**src/common/fft_pkg.sv**
```systemverilog
/*
 * FFT shared definitions
 * Complex sample and twiddle types, per-stage control word and the
 * constants of the 16-point R2SDF pipeline
 */
`default_nettype none

package fft_pkg;

    // ******************************************************************
    // Sizes
    // ******************************************************************
    localparam int DATA_W   = 16;           // Real and imaginary width
    localparam int TW_W     = 8;            // Twiddle width
    localparam int TW_FRAC  = 6;            // Q1.6 twiddles
    localparam int FFT_N    = 16;
    localparam int N_STAGES = 4;
    localparam int PIPE_LAT = 19;           // Steps until the first bin

    // Step count at which each stage sees element 0 of a frame
    localparam logic [N_STAGES-1:0][4:0] STAGE_OFS = {5'd17, 5'd14, 5'd9, 5'd0};

    // ******************************************************************
    // Types
    // ******************************************************************
    typedef struct packed {
        logic signed [DATA_W-1:0] re;
        logic signed [DATA_W-1:0] im;
    } cplx_t;

    typedef struct packed {
        logic signed [TW_W-1:0] re;
        logic signed [TW_W-1:0] im;
    } tw_t;

    typedef struct packed {
        logic       compute;                // Second half of the window
        logic [2:0] tw_idx;                 // Index into W16 table
    } stage_ctrl_t;

endpackage

`default_nettype wire

```
**src/hw/butterfly/r2_butterfly.sv**
```systemverilog
/*
 * Radix-2 SDF butterfly
 * Fill phase stores the new sample and emits the rotated difference,
 * compute phase emits the halved sum and feeds back the halved difference
 */
`default_nettype none

module r2_butterfly (
    input  logic           compute_i,
    input  fft_pkg::cplx_t a_i,             // New sample
    input  fft_pkg::cplx_t b_i,             // From the delay line
    input  fft_pkg::tw_t   tw_i,
    output fft_pkg::cplx_t out_o,
    output fft_pkg::cplx_t fb_o
);
    import fft_pkg::*;

    logic signed [DATA_W:0]      sum_re;
    logic signed [DATA_W:0]      sum_im;
    logic signed [DATA_W:0]      dif_re;
    logic signed [DATA_W:0]      dif_im;
    logic signed [DATA_W+TW_W:0] prod_re;
    logic signed [DATA_W+TW_W:0] prod_im;
    logic signed [DATA_W+TW_W:0] rot_re;
    logic signed [DATA_W+TW_W:0] rot_im;

    always_comb begin
        sum_re  = a_i.re + b_i.re;           // One growth bit
        sum_im  = a_i.im + b_i.im;
        dif_re  = b_i.re - a_i.re;
        dif_im  = b_i.im - a_i.im;

        // Complex multiply of the stored difference
        prod_re = b_i.re * tw_i.re - b_i.im * tw_i.im;
        prod_im = b_i.re * tw_i.im + b_i.im * tw_i.re;
        rot_re  = prod_re >>> TW_FRAC;       // Back to sample scale
        rot_im  = prod_im >>> TW_FRAC;

        if (compute_i) begin
            out_o.re = sum_re[DATA_W:1];     // Halve
            out_o.im = sum_im[DATA_W:1];
            fb_o.re  = dif_re[DATA_W:1];
            fb_o.im  = dif_im[DATA_W:1];
        end else begin
            out_o.re = rot_re[DATA_W-1:0];
            out_o.im = rot_im[DATA_W-1:0];
            fb_o     = a_i;                  // Park first half sample
        end
    end

endmodule

`default_nettype wire

```
**src/hw/butterfly/twiddle_rom.sv**
```systemverilog
/*
 * Twiddle table
 * W16^k for k 0 to 7 in signed Q1.6, re = cos, im = -sin
 */
`default_nettype none

module twiddle_rom (
    input  logic [2:0]   idx_i,
    output fft_pkg::tw_t tw_o
);

    // Values are round(64 * cos) and round(-64 * sin) of 2*pi*k/16
    always_comb begin
        case (idx_i)
            3'd0: tw_o = '{re:  8'sd64, im:   8'sd0};
            3'd1: tw_o = '{re:  8'sd59, im: -8'sd24};
            3'd2: tw_o = '{re:  8'sd45, im: -8'sd45};
            3'd3: tw_o = '{re:  8'sd24, im: -8'sd59};
            3'd4: tw_o = '{re:   8'sd0, im: -8'sd64};   // -j
            3'd5: tw_o = '{re: -8'sd24, im: -8'sd59};
            3'd6: tw_o = '{re: -8'sd45, im: -8'sd45};
            3'd7: tw_o = '{re: -8'sd59, im: -8'sd24};
            default: tw_o = '{re: 8'sd64, im: 8'sd0};
        endcase
    end

endmodule

`default_nettype wire

```
**src/hw/delay_line.sv**
```systemverilog
/*
 * Feedback delay line
 * DEPTH-entry shift register of complex samples, advances on en_i
 */
`default_nettype none

module delay_line #(
    parameter int DEPTH = 8
) (
    input  logic           clk,
    input  logic           rst,
    input  logic           en_i,
    input  fft_pkg::cplx_t data_i,
    output fft_pkg::cplx_t data_o
);
    import fft_pkg::*;

    cplx_t [DEPTH-1:0] sr_q;

    always_ff @(posedge clk or negedge rst) begin
        if (!rst) begin
            sr_q <= '0;
        end else if (en_i) begin
            sr_q[0] <= data_i;
            for (int i = 1; i < DEPTH; i++) begin
                sr_q[i] <= sr_q[i-1];
            end
        end
    end

    assign data_o = sr_q[DEPTH-1];          // Oldest entry

endmodule

`default_nettype wire

```
**src/hw/fft_ctrl.sv**
```systemverilog
/*
 * FFT pipeline control
 * Registers the input strobe and sample, counts steps and derives the
 * butterfly phase and twiddle index of every stage
 */
`default_nettype none

module fft_ctrl (
    input  logic                                         clk,
    input  logic                                         rst,
    input  logic                                         valid_i,
    input  fft_pkg::cplx_t                               data_i,
    output logic                                         step_o,
    output fft_pkg::cplx_t                               sample_o,
    output fft_pkg::stage_ctrl_t [fft_pkg::N_STAGES-1:0] stage_ctrl_o,
    output logic                                         valid_o
);
    import fft_pkg::*;

    logic [4:0]                 cnt_q;      // Accepted samples
    logic                       primed_q;
    logic [N_STAGES-1:0][3:0]   pos;        // Position inside each stage window
    stage_ctrl_t [N_STAGES-1:0] ctrl_d;

    // ******************************************************************
    // Stage phases from the shared step count
    // ******************************************************************
    always_comb begin
        for (int s = 0; s < N_STAGES; s++) begin
            pos[s]            = 4'(cnt_q - STAGE_OFS[s]);
            // Delay of stage s+1 is 8 >> s, so this bit is (pos / D) odd
            ctrl_d[s].compute = pos[s][N_STAGES-1-s];
            ctrl_d[s].tw_idx  = 3'(pos[s] << s);    // (pos mod D) * 8/D
        end
    end

    // ******************************************************************
    // Input and control registers
    // ******************************************************************
    always_ff @(posedge clk or negedge rst) begin
        if (!rst) begin
            step_o       <= 1'b0;
            sample_o     <= '0;
            stage_ctrl_o <= '0;
            cnt_q        <= '0;
            primed_q     <= 1'b0;
            valid_o      <= 1'b0;
        end else begin
            step_o   <= valid_i;
            sample_o <= data_i;
            valid_o  <= step_o & primed_q;  // Qualified by pipeline fill
            if (valid_i) begin
                cnt_q        <= cnt_q + 5'd1;
                stage_ctrl_o <= ctrl_d;     // Travels with sample_o
                if (cnt_q == 5'(PIPE_LAT - 1)) begin
                    primed_q <= 1'b1;       // Sticky once filled
                end
            end
        end
    end

endmodule

`default_nettype wire

```
**src/hw/r2sdf_stage.sv**
```systemverilog
/*
 * R2SDF stage
 * Butterfly with feedback delay of 16 >> STAGE samples, twiddle lookup
 * and an output register that advances with the pipeline step
 */
`default_nettype none

module r2sdf_stage #(
    parameter int STAGE = 1
) (
    input  logic                 clk,
    input  logic                 rst,
    input  logic                 en_i,
    input  fft_pkg::stage_ctrl_t ctrl_i,
    input  fft_pkg::cplx_t       data_i,
    output fft_pkg::cplx_t       data_o
);
    import fft_pkg::*;

    cplx_t fb_in;                           // Butterfly into delay
    cplx_t fb_out;                          // Delay into butterfly
    cplx_t bf_out;
    tw_t   tw;

    // ******************************************************************
    // Feedback loop
    // ******************************************************************
    delay_line #(
        .DEPTH  (FFT_N >> STAGE)
    ) u_delay (
        .clk    (clk),
        .rst    (rst),
        .en_i   (en_i),
        .data_i (fb_in),
        .data_o (fb_out)
    );

    twiddle_rom u_twiddle (
        .idx_i  (ctrl_i.tw_idx),
        .tw_o   (tw)
    );

    r2_butterfly u_butterfly (
        .compute_i (ctrl_i.compute),
        .a_i       (data_i),
        .b_i       (fb_out),
        .tw_i      (tw),
        .out_o     (bf_out),
        .fb_o      (fb_in)
    );

    // ******************************************************************
    // Output register
    // ******************************************************************
    always_ff @(posedge clk or negedge rst) begin
        if (!rst) begin
            data_o <= '0;
        end else if (en_i) begin
            data_o <= bf_out;               // Next stage reads it on the next step
        end
    end

endmodule

`default_nettype wire

```
**src/hw/fft16_top.sv**
```systemverilog
/*
 * 16-point streaming FFT
 * Control block and four R2SDF stages, output in bit-reversed order
 * scaled by 1/16
 */
`default_nettype none

module fft16_top (
    input  logic           clk,
    input  logic           rst,
    input  logic           valid_i,
    input  fft_pkg::cplx_t data_i,
    output logic           valid_o,
    output fft_pkg::cplx_t data_o
);
    import fft_pkg::*;

    logic                       step;       // Pipeline enable
    cplx_t                      sample;
    stage_ctrl_t [N_STAGES-1:0] stage_ctrl;
    cplx_t                      s1_data;
    cplx_t                      s2_data;
    cplx_t                      s3_data;

    fft_ctrl u_ctrl (
        .clk          (clk),
        .rst          (rst),
        .valid_i      (valid_i),
        .data_i       (data_i),
        .step_o       (step),
        .sample_o     (sample),
        .stage_ctrl_o (stage_ctrl),
        .valid_o      (valid_o)
    );

    // ******************************************************************
    // Stage chain with delays 8, 4, 2, 1
    // ******************************************************************
    r2sdf_stage #(.STAGE(1)) u_stage1 (
        .clk (clk), .rst (rst), .en_i (step),
        .ctrl_i (stage_ctrl[0]), .data_i (sample), .data_o (s1_data)
    );

    r2sdf_stage #(.STAGE(2)) u_stage2 (
        .clk (clk), .rst (rst), .en_i (step),
        .ctrl_i (stage_ctrl[1]), .data_i (s1_data), .data_o (s2_data)
    );

    r2sdf_stage #(.STAGE(3)) u_stage3 (
        .clk (clk), .rst (rst), .en_i (step),
        .ctrl_i (stage_ctrl[2]), .data_i (s2_data), .data_o (s3_data)
    );

    r2sdf_stage #(.STAGE(4)) u_stage4 (
        .clk (clk), .rst (rst), .en_i (step),
        .ctrl_i (stage_ctrl[3]), .data_i (s3_data), .data_o (data_o)
    );

endmodule

`default_nettype wire

```
**config.mk**
```make
export PLATFORM = sky130hd
export DESIGN_NAME = fft16_top
export DESIGN_NICKNAME = d
export VERILOG_FILES = /design/src/common/fft_pkg.sv /design/src/hw/butterfly/r2_butterfly.sv /design/src/hw/butterfly/twiddle_rom.sv /design/src/hw/delay_line.sv /design/src/hw/fft_ctrl.sv /design/src/hw/r2sdf_stage.sv /design/src/hw/fft16_top.sv
export SDC_FILE = /design/constraint.sdc
export NUM_CORES = 2
export LEC_CHECK = 0
export BUFFER_PORTS_ARGS = -buffer_cell sky130_fd_sc_hd__buf_4
export CAP_MARGIN = 20
export CELL_PAD_IN_SITES_DETAIL_PLACEMENT = 1
export CELL_PAD_IN_SITES_GLOBAL_PLACEMENT = 2
export CORE_MARGIN = 4
export CORE_UTILIZATION = 43
export DETAILED_ROUTE_END_ITERATION = 8
export PLACE_DENSITY_LB_ADDON = 0.25
export SETUP_SLACK_MARGIN = 0.15
export SYNTH_ARGS = -nofsm -noshare
export SYNTH_HDL_FRONTEND = slang
export SYNTH_SLANG_ARGS = --single-unit
```
**constraint.sdc**
```tcl
create_clock -name clk -period 8.52 [get_ports clk]
set_clock_uncertainty 0.2 [all_clocks]
set_input_delay 1.704 -clock clk [delete_from_list [all_inputs] [get_ports clk]]
set_output_delay 1.704 -clock clk [all_outputs]
set_load 0.01 [all_outputs]
```
# After elaboration in Yosys (flattened, before gate mapping)
# Memories as Yosys holds them, arrays and structs flattened.
# Cells that the tools add are included.
dict set report word_totals {
  reg_bits 658
  latch_bits 0
  ramBits 0
  romBits 512
  out_inout_bits 33
  wordCells 110
  mem_count 4
}
dict set report classes {
  add_sub_neg 28
  n_mul 16
  div 0
  order_cmp 0
  eq_ne 1
  shift 0
  n_mux 8
  bitwise 1
  n_reduce_logical 1
}
# memory words word_bits rd rd_ports_with_merged_regs write_ports line
set memory_table {}
lappend memory_table {{(no name shown)} 8 16 1 0 0 twiddle_rom.sv:14} ;# case (idx_i)
lappend memory_table {{(no name shown)} 8 16 1 0 0 twiddle_rom.sv:14}
lappend memory_table {{(no name shown)} 8 16 1 0 0 twiddle_rom.sv:14}
lappend memory_table {{(no name shown)} 8 16 1 0 0 twiddle_rom.sv:14}
# operator count
set ops {}
lappend ops {{$mul 16x8->22} 16}
lappend ops {{$mux 32} 8}
lappend ops {{$add 16x16->17} 8}
lappend ops {{$sub 16x16->17} 8}
lappend ops {{$add 22x22->22} 4}
lappend ops {{$sub 22x22->22} 4}
lappend ops {{$add 5x1->5 const B} 1}
lappend ops {{$eq 5x5->1 const B} 1}
lappend ops {{$sub 3x1->3 const B} 1}
lappend ops {{$reduce_and 2->1} 1}
lappend ops {{$sub 2x2->2 const B} 1}
lappend ops {{$and 1x1->1} 1}
lappend ops {{$sub 1x1->1 const B} 1}

# Depth between registers and ports, before layout
# An unclocked memory read counts as a cell.
dict set report logic_depth {
  ltp_word 4
  ltp_mapped 31
  ltp_nobuf 26
}

# Cells and area by module
# Synthesis repeated with hierarchy kept, for this count alone.
dict set report unflattened {
  hier_cells 11218
  area_unflattened_um2 107719.6
}
# module n_inst cells_each area_each_um2 seq_area_each_um2
set modules_own_cells {}
lappend modules_own_cells {{r2_butterfly at u_stage4.u_butterfly} 1 2418 20370.8 0.0}
lappend modules_own_cells {{r2_butterfly at u_stage2.u_butterfly} 1 2400 20163.1 0.0}
lappend modules_own_cells {{r2_butterfly at u_stage1.u_butterfly} 1 2388 20098.0 0.0}
lappend modules_own_cells {{r2_butterfly at u_stage3.u_butterfly} 1 2400 20074.3 0.0}
lappend modules_own_cells {{delay_line at u_stage1.u_delay} 1 572 9834.4 6406.1}
lappend modules_own_cells {r2sdf_stage 4 68 1345.0 800.8}
lappend modules_own_cells {{delay_line at u_stage2.u_delay} 1 302 5062.4 3203.1}
lappend modules_own_cells {{delay_line at u_stage3.u_delay} 1 167 2919.0 1601.5}
lappend modules_own_cells {fft_ctrl 1 87 1546.5 1176.1}
lappend modules_own_cells {{delay_line at u_stage4.u_delay} 1 68 1345.0 800.8}
lappend modules_own_cells {twiddle_rom 4 36 231.5 0.0}

# Worst setup path after synthesis
# Ideal clock, no wire load.
dict set report synth_path {
  path_type {reg-to-reg}
  start {register, netlist name u_ctrl.cnt_q[0]}
  end {register u_stage2.data_o[12] in the netlist's numbering}
  setup_ps 139
  arrival_time_ps 7466
  slack_ps 715
  path_stages_with_launch 29
  path_buffers 6
  period_less_slack_ps 7805
  cell_sequence {dfrtp_1 buf_2 inv_1 clkbuf_1 clkbuf_1 ha_1 clkbuf_1 clkbuf_1 buf_1 nor2_1 fa_1 inv_1 fa_1 inv_1 fa_1 fa_1 fa_1 inv_1 fa_1 inv_1 ha_1 and3_1 a221oi_1 a21oi_1 o211ai_1 a21oi_1 a211o_1 nand3_1 o221ai_1}
}
# item line
set synth_lines {}
lappend synth_lines {{end signal: assignment} r2sdf_stage.sv:59} ;# data_o <= bf_out;
lappend synth_lines {{end: declaration} r2sdf_stage.sv:16} ;# output fft_pkg::cplx_t data_o

# Worst setup path in the final report
dict set report layout_path {
  start {register u_ctrl.stage_ctrl_o[1] in the netlist's numbering}
  end {register u_stage1.data_o[29] in the netlist's numbering}
}
dict set report layout_between {
  elab_chain_cells 4
  elab_cells_between_ends 5
}
# item line
set layout_lines {}
lappend layout_lines {{start: declaration} fft_ctrl.sv:15} ;# output fft_pkg::stage_ctrl_t [fft_pkg::N_STAGES-1:0] stage_ctrl_o,
lappend layout_lines {{start signal: assignment} fft_ctrl.sv:54} ;# stage_ctrl_o <= ctrl_d;
lappend layout_lines {{$mem_v2 8x16 *} --}
lappend layout_lines {{$mul 16x8->22} r2_butterfly.sv:34} ;# prod_re = b_i.re * tw_i.re - b_i.im * tw_i.im;
lappend layout_lines {{$sub 22x22->22 *} r2_butterfly.sv:34}
lappend layout_lines {{$mux 32 *} r2_butterfly.sv:39} ;# if (compute_i) begin
lappend layout_lines {{end signal: assignment} r2sdf_stage.sv:59}
lappend layout_lines {{end: declaration} r2sdf_stage.sv:16}
# Mark *: on every way between the ends. The rest lies on a longest branch, timed or not.
# A chain may end at the register's enable or synchronous reset.

==> impl_metrics.csv <==
group,metric,value,unit
global_route,overflow,0,
layout,layout-area-overhead-vs-synth,7.85,%
clocking,cts-htree-levels,3,
timing,timing.final.setup_violations,0,
clocking,clock_path_buffers,3,
worst_setup_path,worst-r2r-setup-slack,790,ps
synth,synth-compound-area-share,0.0964,
clocking,cts_resized,0,
worst_setup_path,crit_path_max_fanout,30,
timing,fmaxAchievable,0.129,GHz
detailed_routing,mean_number_of_vias_per_cell,5.37,
global_route,number_of_global_route_vias_before_repair,57500,
global_route,gr-usage-all-layers,0.250,
synth,synth_top_cell_by_area,"sky130_fd_sc_hd__fa_1",
clocking,clock_insertion_delay_worst_skew,720,ps
die,placeableCoreArea,165000,um^2
timing,timing.final.crit_share,0.908,
worst_hold_path,worstHoldPathCells,1,
synth,synth_xor_area_frac,0.0418,
timing,actual_transition_at_the_worst_max_transition_pin,1330,ps
outcome,outcome,"complete, no violations",
detailed_routing,routed_wire_length_per_instance,22.2,um
worst_setup_path,r2r_start,"u_ctrl.stage_ctrl_o[1]",
synth,postSynthRegisterBits,655,
global_route,grt_antenna_before_repair,7,
clocking,root_buffer,"sky130_fd_sc_hd__clkbuf_16",
placement,half_perimeter_wire_length_after_detailed_placement,171000,um
die,floorplan.die.height,416,um
die,io_pins,68,
timing,worst_case_hold_slack,256,ps
synth,yosysUniqueCellTypes,91,
synth,synthSimpleGateAreaFrac,0.117,
detailed_routing,detailedRoute.firstIterationViolations,2727,
synth,netlist_instances,7497,
die,std_cell_rows,149,
worst_setup_path,r2r_end,"u_stage1.data_o[29]",
detailed_routing,wirelength,215000,um
timing,fin_ws,788,ps
clocking,tritoncts.num_buffers,81,
synth,synth_ff_type,"sky130_fd_sc_hd__dfrtp_1",
synth,synth_fa_ha_area_frac,0.360,
synth,synth_top_family_by_area,"adder cells",
synth,ys_warn_count,0,
die,initial_utilization,0.434,
synth,yosys-mux-area-fraction,0.0681,
timing,hold_viol,0,
worst_setup_path,crit_type,"reg -> reg",
die,floorplan.die_area,173000,um^2
synth,synth_enable_flop_cells,0,
timing,report.final.slew_viol_count,0,
clocking,clock_sink_count,655,
synth,synth.area.top_cells,"sky130_fd_sc_hd__fa_1 (23%), sky130_fd_sc_hd__dfrtp_1 (23%), sky130_fd_sc_hd__ha_1 (13%)",
worst_setup_path,timing.critical_path.from_type,"register",
clocking,cts.clk_slew.worst_paths,70,ps
die,chipWidth,416,um
synth,synth-async-reset-ratio,1.00,
layout,final_layout_size_suffix_gt1_frac,0.0971,
global_route,pin_count_of_the_biggest_net_entering_global_routing,197,
layout,most-common-layout-cells,"sky130_fd_sc_hd__inv_1 (1,350), sky130_fd_sc_hd__fa_1 (836), sky130_fd_sc_hd__ha_1 (724)",
worst_hold_path,timing.hold.worst.class,"reg -> reg",
worst_setup_path,timing.critical_path.arrival,8070,ps
synth,synth_largest_type_area_fraction,0.233,
synth,synthesis.area_per_instance,9.57,um^2
detailed_routing,tritonroute_pass_1_iters,5,
detailed_routing,dr_total_vias,51900,
timing,fin_crit_period,7730,ps
clocking,clock_tree_from_tritoncts,"yes",
synth,cell_area_after_synthesis,71700,um^2
timing,grt_setup_unrepaired,"no",
worst_setup_path,critPathCaptureType,"register",
worst_setup_path,worst_ep_required_time,8860,ps
detailed_routing,detail-route-antenna-nets,0,
layout,layout_commonest_cell,"sky130_fd_sc_hd__inv_1",
timing,timing.max_slew.rel_slack,0.108,
worst_hold_path,worstHoldEndpoint,"u_stage2.u_delay.sr_q[93]",
worst_hold_path,start_point_of_the_worst_min_delay_path,"u_stage2.u_delay.sr_q[61]",
layout,layout.nets,9007,
placement,io_buffers,67,
clocking,cts.hold.buffers_added,0,
synth,yosysSeqAreaShare,0.229,
layout,finish.utilization,0.468,
worst_setup_path,worstRegToRegCells,22,
clocking,post_cts.repair.setup_buffers,0,
timing,setup_tns,0,ps
global_route,global_route_wire_length_before_repair,339000,um
layout,n_diodes,0,
job,timing.max_cap.violations,0,
placement,dp_slack,665,ps
detailed_routing,post-route-drc-count,0,
placement,routabilityCongestion,0.880,
-- flip-flops by register name (all words and copies together) (netlist names) --
signal                   cells
u_ctrl.stage_ctrl_o          7
u_ctrl.sample_o             32
u_stage4.u_delay.data_o     32
u_stage1.u_delay.sr_q      224
u_stage2.data_o             32
u_stage3.u_delay.sr_q       32
u_stage2.u_delay.sr_q       96
u_stage2.u_delay.data_o     32
u_stage3.data_o             32
u_ctrl.primed_q              1
u_ctrl.valid_o               1
u_ctrl.step_o                1
u_stage1.u_delay.data_o     32
u_stage3.u_delay.data_o     32
u_stage4.data_o             32
u_stage1.data_o             32
u_ctrl.cnt_q                 5
-- metrics by stage --
stage	cells	instance area [um^2]
2_1_floorplan	7498	71700
5_1_grt	9666	77400
6_report	9666	77400
4_1_cts	9665	77300
3_3_place_gp	9515	74500
3_5_place_dp	9515	74500
-- logic make-up after synthesis --
logic type               after synthesis
XOR/XNOR                             336
AO/OA/AOI/OAI                       1073
flip-flops                           655
multiplexers                         440
other                                  1
AND/OR/NAND/NOR                     1753
buffers and inverters               1677
adder cells (fa/ha/maj)             1562
-- synthesized netlist by cell type, types with 52 or more instances --
library cell	number
sky130_fd_sc_hd__nor2_1	499
sky130_fd_sc_hd__nand3_1	64
sky130_fd_sc_hd__fa_1	836
sky130_fd_sc_hd__nor3_1	87
sky130_fd_sc_hd__nand2_1	491
sky130_fd_sc_hd__nand2b_1	105
sky130_fd_sc_hd__a21oi_1	336
sky130_fd_sc_hd__ha_1	726
sky130_fd_sc_hd__o211ai_1	55
sky130_fd_sc_hd__mux2i_1	58
sky130_fd_sc_hd__a31oi_1	52
sky130_fd_sc_hd__inv_1	1352
sky130_fd_sc_hd__xnor2_1	261
sky130_fd_sc_hd__and2_1	206
sky130_fd_sc_hd__a211oi_1	56
sky130_fd_sc_hd__dfrtp_1	655
sky130_fd_sc_hd__o21ai_0	197
sky130_fd_sc_hd__mux2_2	381
sky130_fd_sc_hd__nor2b_1	137
sky130_fd_sc_hd__clkbuf_1	283
sky130_fd_sc_hd__xor2_1	71
-- layout make-up --
cell class	count	area, um^2
clock buffers	110	2280
clock inverters	40	591
fillers	18500	88000
inverters	1354	5080
multi-input cells	5166	49000
flip-flops and latches	655	16400
well taps	2189	2740
repair buffers	152	1210
-- how the worst max path moves through the flow --
| stage | from | to | slack, ps | cells past startpoint |
|---|---|---|---|---|
| finish | u_ctrl.stage_ctrl_o[1] | u_stage1.data_o[29] | 790 | 22 |
| global route | u_ctrl.stage_ctrl_o[1] | u_stage1.data_o[30] | 340 | 22 |
| CTS | u_ctrl.stage_ctrl_o[1] | u_stage1.data_o[30] | 660 | 25 |
| detailed placement | u_ctrl.stage_ctrl_o[1] | u_stage1.data_o[30] | 670 | 25 |
| global placement | u_ctrl.stage_ctrl_o[1] | u_stage1.data_o[30] | 800 | 25 |
| floorplan | u_ctrl.cnt_q[0] | u_stage2.data_o[12] | 710 | 28 |
-- per-layer routing --
layer	routed length [um]	up-vias	track usage
met4	6770	0	0.0707
met2	106000	715	0.433
li1	-	23900	-
met5	0	-	0
met3	6010	255	0.0232
met1	96100	27000	0.334
-- worst max-delay path: stages, from the launching register on --
cell and delay (ps):
sky130_fd_sc_hd__dfrtp_1 470, sky130_fd_sc_hd__inv_1 200, sky130_fd_sc_hd__ha_1 320, sky130_fd_sc_hd__mux2_2 750, sky130_fd_sc_hd__nand2_1 190, sky130_fd_sc_hd__fa_1 550, sky130_fd_sc_hd__fa_1 500, sky130_fd_sc_hd__inv_1 50
sky130_fd_sc_hd__fa_1 480, sky130_fd_sc_hd__fa_1 520, sky130_fd_sc_hd__fa_1 500, sky130_fd_sc_hd__inv_1 50, sky130_fd_sc_hd__fa_1 490, sky130_fd_sc_hd__inv_1 50, sky130_fd_sc_hd__ha_1 300, sky130_fd_sc_hd__and3_1 160
sky130_fd_sc_hd__a211oi_1 460, sky130_fd_sc_hd__o21ai_1 250, sky130_fd_sc_hd__a31oi_1 220, sky130_fd_sc_hd__o21ai_1 160, sky130_fd_sc_hd__or4_1 420, sky130_fd_sc_hd__a21oi_1 160, sky130_fd_sc_hd__o32ai_1 110
Power is left out: the tool's default activity adds up to more than one toggle a clock period on the data nets, which glitch-free logic cannot reach.
